<file path="config.mk">
export PLATFORM = sky130hd
export DESIGN_NAME = spi_cmd_top
export DESIGN_NICKNAME = d
export VERILOG_FILES = /design/src/hdl/spi_cmd_pkg.sv /design/src/hdl/spi_cmd_top.sv /design/src/hdl/ram_access.sv /design/src/hdl/user_regs.sv /design/src/hdl/cmd_sequencer.sv
export SDC_FILE = /design/constraint.sdc
export NUM_CORES = 1
export LEC_CHECK = 0
export BUFFER_PORTS_ARGS = -buffer_cell sky130_fd_sc_hd__buf_2
export CORE_ASPECT_RATIO = 1.2
export CORE_MARGIN = 8
export CORE_UTILIZATION = 57
export DETAILED_ROUTE_END_ITERATION = 10
export MAX_ROUTING_LAYER = met4
export PLACE_DENSITY = 0.81
export SYNTH_ARGS = -nofsm -noshare
export SYNTH_HDL_FRONTEND = slang
export SYNTH_SLANG_ARGS = --single-unit
</file>
<file path="constraint.sdc">
create_clock -name clk -period 2.6 [get_ports clk]
set_input_delay 0.39 -clock clk [delete_from_list [all_inputs] [get_ports clk]]
set_output_delay 0.39 -clock clk [all_outputs]
set_load 0.01 [all_outputs]
</file>
<file path="src/hdl/spi_cmd_pkg.sv">
package spi_cmd_pkg;

    // width of one serial transfer
    parameter int byte_w = 8;

    typedef logic [byte_w-1:0]   spi_byte_t;

    // register/RAM data word, also first address and word count
    typedef logic [2*byte_w-1:0] word_t;

    // command opcodes, 4 and 5 are unused
    typedef enum logic [7:0] {
        op_disable   = 8'd0,
        op_enable    = 8'd1,
        op_write_reg = 8'd2,
        op_read_reg  = 8'd3,
        op_write_ram = 8'd6,
        op_read_ram  = 8'd7
    } opcode_e;

    // user register map
    typedef enum logic [7:0] {
        addr_sum  = 8'd0,
        addr_num1 = 8'd1,
        addr_num2 = 8'd2,
        addr_num3 = 8'd3,
        addr_en   = 8'd4
    } reg_addr_e;

endpackage
</file>
<file path="src/hdl/spi_cmd_top.sv">
`timescale 1ns/10ps

module spi_cmd_top #(
    parameter bit little_endian = 1'b1,
    parameter int ram_depth     = 256,
    parameter int ram_addr_w    = 8
) (
    input  logic                   clk,
    input  logic                   rst_n,
    input  spi_cmd_pkg::spi_byte_t Din,
    input  logic                   transBegin,
    input  logic                   transEnd,
    input  spi_cmd_pkg::word_t     sum_in,
    output spi_cmd_pkg::spi_byte_t Dout,
    output logic                   en,
    output spi_cmd_pkg::word_t     num1,
    output spi_cmd_pkg::word_t     num2,
    output spi_cmd_pkg::word_t     num3,
    output logic                   ram_wreq,
    output logic [ram_addr_w-1:0]  ram_waddr,
    output spi_cmd_pkg::word_t     ram_wdata,
    output logic [ram_addr_w-1:0]  ram_raddr,
    input  spi_cmd_pkg::word_t     ram_rdata
);

    logic                   en_set;
    logic                   en_clr;
    logic                   reg_wr;
    spi_cmd_pkg::spi_byte_t reg_addr;
    spi_cmd_pkg::word_t     wr_word;
    spi_cmd_pkg::word_t     rd_word;
    logic                   ram_addr_load;
    logic                   ram_rd_addr_set;
    logic                   ram_wr;
    logic                   ram_step;
    spi_cmd_pkg::word_t     ram_start_addr;
    spi_cmd_pkg::word_t     ram_word;

    cmd_sequencer #(
        .little_endian (little_endian)
    ) u_seq (
        .clk             (clk),
        .rst_n           (rst_n),
        .Din             (Din),
        .transBegin      (transBegin),
        .transEnd        (transEnd),
        .rd_word         (rd_word),
        .ram_word        (ram_word),
        .Dout            (Dout),
        .en_set          (en_set),
        .en_clr          (en_clr),
        .reg_wr          (reg_wr),
        .reg_addr        (reg_addr),
        .wr_word         (wr_word),
        .ram_addr_load   (ram_addr_load),
        .ram_rd_addr_set (ram_rd_addr_set),
        .ram_wr          (ram_wr),
        .ram_step        (ram_step),
        .ram_start_addr  (ram_start_addr)
    );

    user_regs u_regs (
        .clk      (clk),
        .rst_n    (rst_n),
        .en_set   (en_set),
        .en_clr   (en_clr),
        .reg_wr   (reg_wr),
        .reg_addr (reg_addr),
        .wr_word  (wr_word),
        .sum_in   (sum_in),
        .rd_word  (rd_word),
        .en       (en),
        .num1     (num1),
        .num2     (num2),
        .num3     (num3)
    );

    ram_access #(
        .ram_depth  (ram_depth),
        .ram_addr_w (ram_addr_w)
    ) u_ram (
        .clk             (clk),
        .rst_n           (rst_n),
        .ram_addr_load   (ram_addr_load),
        .ram_start_addr  (ram_start_addr),
        .ram_step        (ram_step),
        .ram_wr          (ram_wr),
        .ram_rd_addr_set (ram_rd_addr_set),
        .wr_word         (wr_word),
        .ram_rdata       (ram_rdata),
        .ram_word        (ram_word),
        .ram_wreq        (ram_wreq),
        .ram_waddr       (ram_waddr),
        .ram_wdata       (ram_wdata),
        .ram_raddr       (ram_raddr)
    );

endmodule

</file>
<file path="src/hdl/ram_access.sv">
`timescale 1ns/10ps

module ram_access #(
    parameter int ram_depth  = 256,
    parameter int ram_addr_w = 8
) (
    input  logic                  clk,
    input  logic                  rst_n,
    input  logic                  ram_addr_load,
    input  spi_cmd_pkg::word_t    ram_start_addr,
    input  logic                  ram_step,
    input  logic                  ram_wr,
    input  logic                  ram_rd_addr_set,
    input  spi_cmd_pkg::word_t    wr_word,
    input  spi_cmd_pkg::word_t    ram_rdata,
    output spi_cmd_pkg::word_t    ram_word,
    output logic                  ram_wreq,
    output logic [ram_addr_w-1:0] ram_waddr,
    output spi_cmd_pkg::word_t    ram_wdata,
    output logic [ram_addr_w-1:0] ram_raddr
);

    spi_cmd_pkg::word_t addr;
    spi_cmd_pkg::word_t addr_nxt;
    logic               in_range;

    // running word address of the current block
    assign addr_nxt = ram_addr_load ? ram_start_addr :
                      ram_step      ? addr + 16'd1   : addr;
    assign in_range = (addr < spi_cmd_pkg::word_t'(ram_depth));
    assign ram_word = in_range ? ram_rdata : '0;

    always_ff @(posedge clk or negedge rst_n) begin
        if (!rst_n) begin
            addr      <= '0;
            ram_raddr <= '0;
            ram_wreq  <= 1'b0;
            ram_waddr <= '0;
            ram_wdata <= '0;
        end else begin
            addr     <= addr_nxt;
            ram_wreq <= ram_wr && in_range;
            // read address leads so data is ready before the next byte
            if (ram_rd_addr_set) begin
                ram_raddr <= addr_nxt[ram_addr_w-1:0];
            end
            if (ram_wr) begin
                ram_waddr <= addr[ram_addr_w-1:0];
                ram_wdata <= wr_word;
            end
        end
    end

endmodule

</file>
<file path="src/hdl/user_regs.sv">
`timescale 1ns/10ps

module user_regs (
    input  logic                   clk,
    input  logic                   rst_n,
    input  logic                   en_set,
    input  logic                   en_clr,
    input  logic                   reg_wr,
    input  spi_cmd_pkg::spi_byte_t reg_addr,
    input  spi_cmd_pkg::word_t     wr_word,
    input  spi_cmd_pkg::word_t     sum_in,
    output spi_cmd_pkg::word_t     rd_word,
    output logic                   en,
    output spi_cmd_pkg::word_t     num1,
    output spi_cmd_pkg::word_t     num2,
    output spi_cmd_pkg::word_t     num3
);

    localparam int bw = spi_cmd_pkg::byte_w;

    always_ff @(posedge clk or negedge rst_n) begin
        if (!rst_n) begin
            en   <= 1'b0;
            num1 <= '0;
            num2 <= '0;
            num3 <= '0;
        end else begin
            if (en_set) begin
                en <= 1'b1;
            end else if (en_clr) begin
                en <= 1'b0;
            end
            // sum and en are not writable here
            if (reg_wr) begin
                case (spi_cmd_pkg::reg_addr_e'(reg_addr))
                    spi_cmd_pkg::addr_num1: num1 <= wr_word;
                    spi_cmd_pkg::addr_num2: num2 <= wr_word;
                    spi_cmd_pkg::addr_num3: num3 <= wr_word;
                    default: ;
                endcase
            end
        end
    end

    // readback follows reg_addr one cycle later
    always_ff @(posedge clk or negedge rst_n) begin
        if (!rst_n) begin
            rd_word <= '0;
        end else begin
            case (spi_cmd_pkg::reg_addr_e'(reg_addr))
                spi_cmd_pkg::addr_sum:  rd_word <= sum_in;
                spi_cmd_pkg::addr_num1: rd_word <= num1;
                spi_cmd_pkg::addr_num2: rd_word <= num2;
                spi_cmd_pkg::addr_num3: rd_word <= num3;
                spi_cmd_pkg::addr_en:   rd_word <= {{(2*bw-1){1'b0}}, en};
                default:                rd_word <= '0;
            endcase
        end
    end

endmodule

</file>
<file path="src/hdl/cmd_sequencer.sv">
`timescale 1ns/10ps

module cmd_sequencer #(
    parameter bit little_endian = 1'b1
) (
    input  logic                   clk,
    input  logic                   rst_n,
    input  spi_cmd_pkg::spi_byte_t Din,
    input  logic                   transBegin,
    input  logic                   transEnd,
    input  spi_cmd_pkg::word_t     rd_word,
    input  spi_cmd_pkg::word_t     ram_word,
    output spi_cmd_pkg::spi_byte_t Dout,
    output logic                   en_set,
    output logic                   en_clr,
    output logic                   reg_wr,
    output spi_cmd_pkg::spi_byte_t reg_addr,
    output spi_cmd_pkg::word_t     wr_word,
    output logic                   ram_addr_load,
    output logic                   ram_rd_addr_set,
    output logic                   ram_wr,
    output logic                   ram_step,
    output spi_cmd_pkg::word_t     ram_start_addr
);

    localparam int bw = spi_cmd_pkg::byte_w;

    // one byte-wait state serves every header and write-data byte
    typedef enum logic [2:0] {
        s_idle,
        s_opcode,
        s_byte,
        s_exec,
        s_rd_wait,
        s_rd_byte,
        s_rd_end
    } state_e;

    state_e               state;
    state_e               state_nxt;
    spi_cmd_pkg::opcode_e op;
    logic [2:0]           byte_cnt;
    logic                 rd_idx;
    spi_cmd_pkg::word_t   word_cnt;
    spi_cmd_pkg::word_t   cnt_nxt;
    spi_cmd_pkg::word_t   rd_src;
    logic                 second;
    logic                 hi_pos;
    logic                 out_hi;
    logic                 en_set_d;
    logic                 en_clr_d;
    logic                 reg_wr_d;
    logic                 ram_wr_d;
    logic                 ram_step_d;
    logic                 ram_load_d;
    logic                 ram_rd_set_d;

    function automatic spi_cmd_pkg::word_t put_byte(spi_cmd_pkg::word_t base, logic hi,
                                                    spi_cmd_pkg::spi_byte_t b);
        if (hi) begin
            return {b, base[bw-1:0]};
        end
        return {base[2*bw-1:bw], b};
    endfunction

    // register data starts at byte 1, RAM fields at even bytes
    assign second  = (op == spi_cmd_pkg::op_write_reg) ? (byte_cnt == 3'd2) : byte_cnt[0];
    assign hi_pos  = (second == little_endian);
    assign cnt_nxt = put_byte(word_cnt, hi_pos, Din);

    always_comb begin
        state_nxt    = state;
        en_set_d     = 1'b0;
        en_clr_d     = 1'b0;
        reg_wr_d     = 1'b0;
        ram_wr_d     = 1'b0;
        ram_step_d   = 1'b0;
        ram_load_d   = 1'b0;
        ram_rd_set_d = 1'b0;
        case (state)
            s_idle: begin
                if (transBegin) begin
                    state_nxt = s_opcode;
                end
            end
            s_opcode: begin
                if (transEnd) begin
                    case (spi_cmd_pkg::opcode_e'(Din))
                        spi_cmd_pkg::op_disable,
                        spi_cmd_pkg::op_enable:    state_nxt = s_exec;
                        spi_cmd_pkg::op_write_reg,
                        spi_cmd_pkg::op_read_reg,
                        spi_cmd_pkg::op_write_ram,
                        spi_cmd_pkg::op_read_ram:  state_nxt = s_byte;
                        default:                   state_nxt = s_idle;
                    endcase
                end
            end
            s_byte: begin
                if (transEnd) begin
                    case (op)
                        spi_cmd_pkg::op_read_reg: state_nxt = s_rd_wait;
                        spi_cmd_pkg::op_write_reg: begin
                            if (byte_cnt == 3'd2) begin
                                state_nxt = s_exec;
                            end
                        end
                        default: begin
                            // block commands: addr 0-1, count 2-3, data 4-5
                            if (byte_cnt == 3'd1) begin
                                ram_load_d = 1'b1;
                            end
                            if (byte_cnt == 3'd3) begin
                                if (cnt_nxt == '0) begin
                                    state_nxt = s_idle;
                                end else if (op == spi_cmd_pkg::op_read_ram) begin
                                    state_nxt    = s_rd_wait;
                                    ram_rd_set_d = 1'b1;
                                end
                            end
                            if (byte_cnt == 3'd5) begin
                                state_nxt = s_exec;
                            end
                        end
                    endcase
                end
            end
            s_exec: begin
                state_nxt = s_idle;
                case (op)
                    spi_cmd_pkg::op_disable:   en_clr_d = 1'b1;
                    spi_cmd_pkg::op_enable:    en_set_d = 1'b1;
                    spi_cmd_pkg::op_write_reg: reg_wr_d = 1'b1;
                    spi_cmd_pkg::op_write_ram: begin
                        ram_wr_d   = 1'b1;
                        ram_step_d = 1'b1;
                        if (word_cnt != 16'd1) begin
                            state_nxt = s_byte;
                        end
                    end
                    default: ;
                endcase
            end
            s_rd_wait: begin
                if (transBegin) begin
                    state_nxt = s_rd_byte;
                end
            end
            s_rd_byte: state_nxt = rd_idx ? s_rd_end : s_rd_wait;
            s_rd_end: begin
                if (transEnd) begin
                    state_nxt = s_idle;
                    // next word address goes out with the step
                    if (op == spi_cmd_pkg::op_read_ram && word_cnt != 16'd1) begin
                        state_nxt    = s_rd_wait;
                        ram_step_d   = 1'b1;
                        ram_rd_set_d = 1'b1;
                    end
                end
            end
            default: state_nxt = s_idle;
        endcase
    end

    always_ff @(posedge clk or negedge rst_n) begin
        if (!rst_n) begin
            state           <= s_idle;
            en_set          <= 1'b0;
            en_clr          <= 1'b0;
            reg_wr          <= 1'b0;
            ram_wr          <= 1'b0;
            ram_step        <= 1'b0;
            ram_addr_load   <= 1'b0;
            ram_rd_addr_set <= 1'b0;
        end else begin
            state           <= state_nxt;
            en_set          <= en_set_d;
            en_clr          <= en_clr_d;
            reg_wr          <= reg_wr_d;
            ram_wr          <= ram_wr_d;
            ram_step        <= ram_step_d;
            ram_addr_load   <= ram_load_d;
            ram_rd_addr_set <= ram_rd_set_d;
        end
    end

    // field assembly and counters
    always_ff @(posedge clk or negedge rst_n) begin
        if (!rst_n) begin
            op             <= spi_cmd_pkg::op_disable;
            byte_cnt       <= '0;
            rd_idx         <= 1'b0;
            word_cnt       <= '0;
            reg_addr       <= '0;
            wr_word        <= '0;
            ram_start_addr <= '0;
        end else begin
            if (state == s_opcode && transEnd) begin
                op       <= spi_cmd_pkg::opcode_e'(Din);
                byte_cnt <= '0;
                rd_idx   <= 1'b0;
            end
            if (state == s_byte && transEnd) begin
                byte_cnt <= byte_cnt + 3'd1;
                if (op == spi_cmd_pkg::op_read_reg || op == spi_cmd_pkg::op_write_reg) begin
                    if (byte_cnt == 3'd0) begin
                        reg_addr <= Din;
                    end else if (!second) begin
                        wr_word <= put_byte('0, hi_pos, Din);
                    end else begin
                        wr_word <= put_byte(wr_word, hi_pos, Din);
                    end
                end else begin
                    case (byte_cnt)
                        3'd0:    ram_start_addr <= put_byte('0, hi_pos, Din);
                        3'd1:    ram_start_addr <= put_byte(ram_start_addr, hi_pos, Din);
                        3'd2:    word_cnt <= put_byte('0, hi_pos, Din);
                        3'd3:    word_cnt <= cnt_nxt;
                        3'd4:    wr_word <= put_byte('0, hi_pos, Din);
                        default: wr_word <= put_byte(wr_word, hi_pos, Din);
                    endcase
                end
            end
            // back to the first data byte of the next word
            if (state == s_exec) begin
                byte_cnt <= 3'd4;
            end
            if (ram_step_d) begin
                word_cnt <= word_cnt - 16'd1;
            end
            if (state == s_rd_byte) begin
                rd_idx <= ~rd_idx;
            end
        end
    end

    // read byte select
    assign rd_src = (op == spi_cmd_pkg::op_read_ram) ? ram_word : rd_word;
    assign out_hi = (rd_idx == little_endian);
    assign Dout   = (state != s_rd_byte) ? '0 :
                    out_hi               ? rd_src[2*bw-1:bw] : rd_src[bw-1:0];

endmodule

</file>
==> metrics, run 1 <==
RR Startpoint u_seq.op[5]$_DFFE_PN0P_; die area 0.0200 sq mm; WL final 23,600 um; WHS 0.176 ns; GRT overflow 0; Worst path slowest cell or3_4; initial antenna violation count 0; fin nets 971; vias 6,874; Power Dens Cells 725 mW/mm^2; Comb power frac 0.211; average wire per standard cell 20.7 um; HP Class in2reg; die width 130 um; Max Cap Viol 0; DR iter-0 viols 476; vias in the first global route 7,059; Leak 5.46 nW; Place WS 0.0817 ns; commonest non-fill, non-tap cells in the layout 192 x dfrtp_1, 132 x buf_2, 84 x mux2_2; syn avg cell area 11.7 sq um; cell-internal power 5.35 mW; final setup margin -0.0649 ns; commonest non-fill, non-tap cell in the layout dfrtp_1; Required @ worst endpoint 2.21 ns; layout cells sized above 1 0.338; CTS tree built; fmax 375 MHz; Clock Tree Root clkbuf_16; reg-to-reg endpoint u_seq.state[1]$_DFFE_PN0P_; die height 153 um; CTS Buffer Depth 2; RSZ-0062 raised after global routing yes; Clock transition at path regs 0.07 ns; Core Util, Final 0.683; I/O pins 134; Async S/R FF share, synth 1.00; R2R cell count 9; Via density 6.03; cell count along the critical path 6; register area share after synthesis 0.537; Net Switching 2.34 mW; area of the mapped netlist 0.00895 sq mm; slowest stage delay, CP 0.49 ns; Core Rows 50; # setup viols final 8; Buffers on Ports 133; Critical Path Source u_seq.op[5]$_DFFE_PN0P_; placer congestion estimate 0.940; CP Capture Type output port; fin crit share 1.02; CP Data Arrival Time 2.27 ns; antenna cells 0; sequential power share 0.457; Sw Share 0.304; Max IR drop VDD 0.000383 V; CTS sink count 192; reg-to-reg setup timing slack 0.04 ns; Slew Limit Fails 0; kind of critical path reg2out; Synth Instances 766; placed wire-length estimate 16,700 um; end point of the critical path Dout[6]; startpoint types register; fillers 1,165; synthesized flop and latch total 192; final instance area 0.0106 sq mm; drc violations 0; status finished, violations left; Max H-tree Level 4; drt first pass iters 6; Max-Slew Margin vs Limit 0.443; clock latency on the worst-skew pair 0.44 ns; first-pass GRT wire length 37,000 um; Synth Flop Type dfrtp_1; fin cells 1,140; slew at the pin with the worst max-slew slack 0.836 ns; Synth Net Count 818; Final Critical Period 2.66 ns; placed cell count 1,103; Post-synth EDFFs 0; failing checks setup timing; total CTS buffers 17; Cell variety after synth 70; yosys warns 0; largest net degree at the start of global routing 76; final-report hold violation count 0; clock skew 0.00822 ns; Initial Util 0.577; CP delay by family, top simple AND/OR/NAND/NOR gates; GR Util All Layers 0.247; placed cell areas 0.00994 sq mm; clock share of power 0.333; Synth-to-Final Area Change 18.4%; CP Cell Sequence nor4_4, and2_4, nand3_2, or3_4, o22ai_2, buf_2; worst-path maximum fanout 8; WP buf/inv 1; antenna viol nets, final 0; Core Region 0.0155 sq mm
## cells by family (layout without fill, tap and decap cells)
family / count (synthesis) / after routing / share of synthesized area
multiplexers: 122 / 122 / 0.151
AO/OA/AOI/OAI: 175 / 175 / 0.139
flip-flops: 192 / 192 / 0.537
XOR/XNOR: 15 / 15 / 0.0147
AND/OR/NAND/NOR: 200 / 200 / 0.116
buffers and inverters: 54 / 220 / 0.0313
adder cells (fa/ha/maj): 8 / 8 / 0.0112
## power groups by stage
stage	combinational (mW)	sequential, mW	clock (mW)
floorplan	1.09	3.43	0
finish	1.62	3.51	2.56
detailed placement	1.50	3.54	0
global placement	1.47	3.54	0
global route	1.76	3.54	2.71
CTS	1.57	3.50	2.60
## layer usage
metal,up-vias,global-route usage,part of all wire
met5,-,-,0
met4,0,0.122,0.032
met3,52,0.0560,0.074
met2,283,0.399,0.50
met1,3398,0.282,0.39
li1,3141,-,-
## final cells by class
cell class / count / area, sq um / area share
sequential: 192 / 4800 / 0.453
multi-input combinational: 520 / 3910 / 0.369
timing repair buffer: 173 / 990 / 0.0933
clock buffer: 20 / 457 / 0.0431
tap: 208 / 260 / 0.0245
clock inverter: 12 / 124 / 0.0117
inverter: 15 / 56.3 / 0.00531
## worst min path at each step
stage	start	end	slack, ns	cells past startpoint
3_5_place_dp	u_seq.en_set$_DFF_PN0_	u_regs.en$_DFFE_PN0P_	0.42	1
2_1_floorplan	rst_n	u_ram.addr[0]$_DFF_PN0_	0.09	0
5_1_grt	sum_in[7]	u_regs.rd_word[7]$_DFF_PN0_	0.17	3
6_report	sum_in[10]	u_regs.rd_word[10]$_DFF_PN0_	0.18	3
4_1_cts	sum_in[10]	u_regs.rd_word[10]$_DFF_PN0_	0.17	3
3_3_place_gp	u_seq.en_set$_DFF_PN0_	u_regs.en$_DFFE_PN0P_	0.41	1
## timing repair
item	in CTS	in global routing
resized for setup	5	3
hold buffers	1	0
pin swaps	5	5
endpoints found under the hold margin	43	0
buffers inserted	2	2
endpoints found under the setup margin	8	8
## per-stage QoR
step	power, mW	TNS (ns)
final	7.69	-0.392
after global routing	8.01	-1.32
after CTS	7.67	-0.00987
after detailed placement	5.05	0
after global placement	5.00	0
after floorplan	4.52	0
## flip-flops by register name, indices dropped and copies added (netlist names), 3 cells and up
signal / count
u_ram.ram_waddr: 8
u_regs.rd_word: 16
u_regs.num3: 16
u_seq.wr_word: 16
u_seq.state: 3
u_seq.ram_start_addr: 16
u_regs.num2: 16
u_seq.reg_addr: 8
u_ram.ram_raddr: 8
u_seq.word_cnt: 16
u_regs.num1: 16
u_seq.op: 8
u_ram.ram_wdata: 16
u_ram.addr: 16
u_seq.byte_cnt: 3
## tightest hold or removal path, stage by stage
cell	delay, ns
buf_2	0.08
a22oi_1	0.05
nand2_1	0.06
## synth_stat cells (4+ instances only)
master      n  share of area
mux2_2     84           0.11
ha_1        8          0.011
nor2b_1     5         0.0035
xor2_1      9         0.0088
nand4_1     5         0.0035
a311oi_1    4         0.0039
a211oi_1   11         0.0092
xnor2_1     6         0.0059
nand2_1    71          0.030
clkbuf_8    5         0.0077
o22ai_1    10         0.0070
dfrtp_1   192           0.54
nor3_1     10         0.0056
mux2_1     12          0.015
a22o_1     31          0.030
o211ai_1    4         0.0034
nand2b_1    4         0.0028
or3_1      11         0.0077
nor4_1      7         0.0049
nor2_1     29          0.012
o21ai_0    34          0.019
and3_1     16          0.011
inv_1      14         0.0059
nand3_1    20          0.011
buf_2       7         0.0039
a21o_1     10         0.0084
a22oi_1    32          0.027
clkbuf_1   22         0.0092
a21oi_1    15         0.0084
mux2i_1    23          0.026
(Power assumes the default switching activity.)
==> run 2, diff against run 1 <==
--- a/config.mk
+++ b/config.mk
@@ -8,10 +8,11 @@
 export BUFFER_PORTS_ARGS = -buffer_cell sky130_fd_sc_hd__buf_2
 export CORE_ASPECT_RATIO = 1.2
 export CORE_MARGIN = 8
-export CORE_UTILIZATION = 57
+export CORE_UTILIZATION = 58
 export DETAILED_ROUTE_END_ITERATION = 10
 export MAX_ROUTING_LAYER = met4
-export PLACE_DENSITY = 0.81
+export PLACE_DENSITY = 0.82
 export SYNTH_ARGS = -nofsm -noshare
 export SYNTH_HDL_FRONTEND = slang
+export SYNTH_HIERARCHICAL = 1
 export SYNTH_SLANG_ARGS = --single-unit
==> metrics, run 2 <==
slowest stage delay, CP 0.57 ns; Via density 6.25; synthesized flop and latch total 192; CP Cell Sequence or4_4, nor3_4, buf_12, buf_12, mux2i_2, o22ai_1, buf_2; failing checks setup timing; worst-path maximum fanout 6; die area 0.0207 sq mm; Synth top cells by count 192 x dfrtp_1, 95 x mux2_2, 61 x nand2_1; Yosys top cell area share 0.508; mux cell area share after synthesis 0.173; Buffers on Ports 133; layout cells sized above 1 0.384; commonest non-fill, non-tap cells in the layout 191 x dfrtp_1, 132 x buf_2, 94 x mux2_2; Power Dens Cells 710 mW/mm^2; Leak 5.44 nW; Post-synth EDFFs 0; die width 133 um; Max Cap Viol 0; most common cell in the netlist dfrtp_1; Core Region 0.0161 sq mm; placed cell areas 0.0104 sq mm; XOR/XNOR Fraction of Synth Area 0.0120; fin nets 1,005; placed wire-length estimate 18,000 um; cell taking the most area after synthesis dfrtp_1; Synth-to-Final Area Change 18.4%; vias 7,365; final setup margin -0.234 ns; drt first pass iters 5; area of the mapped netlist 0.00946 sq mm; CP Capture Type output port; RR Startpoint u_seq/op[5]$_DFFE_PN0P_; final instance area 0.0112 sq mm; WP buf/inv 3; register area share after synthesis 0.508; largest net degree at the start of global routing 59; fmax 353 MHz; placer congestion estimate 0.952; Synth Flop Type dfrtp_1; kind of critical path reg2out; DR iter-0 viols 911; main combinational cell family by area after synthesis multiplexers; startpoint types register; Required @ worst endpoint 2.21 ns; Synth Instances 802; Post-Synth Simple-Gate Area 0.149; Max H-tree Level 4; synth top area cells dfrtp_1 51%, mux2_2 11%, mux4_2 3.6%; GR Util All Layers 0.266; Crit path top cell by count buf_12; Critical Path Source u_seq/op[5]$_DFFE_PN0P_; CTS Buffer Depth 2; total CTS buffers 17; Cell variety after synth 79; RSZ-0062 raised after global routing yes; clock skew 0.00641 ns; CTS tree built; Slew Limit Fails 0; antenna viol nets, final 0; # setup viols final 8; initial antenna violation count 1; clock latency on the worst-skew pair 0.44 ns; WL final 26,200 um; GRT overflow 0; Max IR drop VDD 0.000469 V; vias in the first global route 7,589; Final Critical Period 2.83 ns; Initial Util 0.589; Synth Net Count 854; commonest non-fill, non-tap cell in the layout dfrtp_1; Max-Slew Margin vs Limit 0.599; average wire per standard cell 22.2 um; die height 156 um; Core Rows 51; drc violations 0; first-pass GRT wire length 41,800 um; Clock transition at path regs 0.07 ns; yosys warns 6; final-report hold violation count 0; WHS 0.262 ns; CP delay by family, top simple AND/OR/NAND/NOR gates; Async S/R FF share, synth 1.00; HP Start transEnd; slew at the pin with the worst max-slew slack 0.600 ns; Worst path slowest cell or4_4; CTS sink count 192; CP Data Arrival Time 2.44 ns; Clock Tree Root clkbuf_16; fin crit share 1.09; syn avg cell area 11.8 sq um; HP Class in2reg; I/O pins 134; Post-Synth Adder-Cell Area 0.0106; Synth Area in Compound Gates 0.110; status finished, violations left
[run 2: cell count changes after synthesis, sizes merged, moves of 11 or more]
cell / previous run / this run
a22oi: 32 / 0
and2: 4 / 25
mux4: 0 / 15
nor3: 11 / 26
buf: 12 / 26
nor2: 30 / 19
[run 2: per-layer routing]
layer  track usage  vias to the layer above  part of all wire
li1              -                     3268                 -
met1         0.303                     3720              0.40
met2         0.437                      315              0.51
met3        0.0667                       62             0.057
met4         0.125                        0             0.033
met5             -                        -                 0
[run 2: path summary, 6_finish.rpt]
| check | endpoint | cells past startpoint | slack, ns |
|---|---|---|---|
| max in group asynchronous | u_seq/op[6]$_DFFE_PN0P_ | 3 | 1.35 |
| worst max-delay path | Dout[3] | 7 | -0.23 |
| worst min register to register | u_regs/en$_DFFE_PN0P_ | 1 | 0.44 |
| min in group asynchronous | u_ram/ram_wdata[14]$_DFFE_PN0P_ | 2 | 0.47 |
| worst max register to register | u_seq/word_cnt[10]$_DFFE_PN0P_ | 9 | 0.07 |
| worst min-delay path | u_seq/state[0]$_DFFE_PN0P_ | 2 | 0.26 |
[run 2: through the flow]
step | TNS [ns] | power (mW) | setup WS (ns) | cells | util
floorplan | 0 | 4.69 | 0.299 | 802 | -
global placement | 0 | 5.22 | 0.223 | 1135 | 0.649
detailed placement | 0 | 5.27 | 0.195 | 1135 | 0.649
CTS | -1.44 | 7.89 | -0.191 | 1176 | 0.695
global route | -1.83 | 8.31 | -0.260 | 1178 | 0.697
finish | -1.50 | 7.96 | -0.234 | 1178 | 0.697
[run 2: worst register-to-register path, cell delays in order, from the launching register on]
cell,delay (ns)
dfrtp_1,0.39
or4_4,0.57
nor3_4,0.24
buf_12,0.15
buf_8,0.14
buf_4,0.18
a21oi_1,0.08
buf_4,0.16
or4_1,0.46
nand3_1,0.10
[run 2: final cells by class]
cell class                      instances  area [sq um]
Fill cell                            1134          4870
Sequential cell                       192          4810
Multi-Input combinational cell        541          4360
Timing Repair Buffer                  181          1120
Clock buffer                           19           443
Tap cell                              212           265
Clock inverter                         12           133
Inverter                               20          75.1
Antenna cell                            1          2.50
[run 2: logic make-up after synthesis]
kind of cell	Yosys count
AO/OA/AOI/OAI	150
XOR/XNOR	13
adder cells (fa/ha/maj)	8
buffers and inverters	69
flip-flops	192
multiplexers	132
AND/OR/NAND/NOR	238
[run 2: timing repair]
action	in CTS	in global routing
resized for setup	6	12
cloned	2	0
hold endpoints to repair	50	0
buffers inserted	7	3
endpoints found under the setup margin	8	26
pin swaps	3	7
hold buffers	1	0
[run 2: report_power, final]
| group | total [mW] | switching [mW] | internal [mW] | leakage [nW] |
|---|---|---|---|---|
| logic | 1.61 | 0.874 | 0.740 | 2.56 |
| clock network | 2.58 | 1.14 | 1.44 | 0.282 |
| registers | 3.76 | 0.459 | 3.31 | 2.60 |
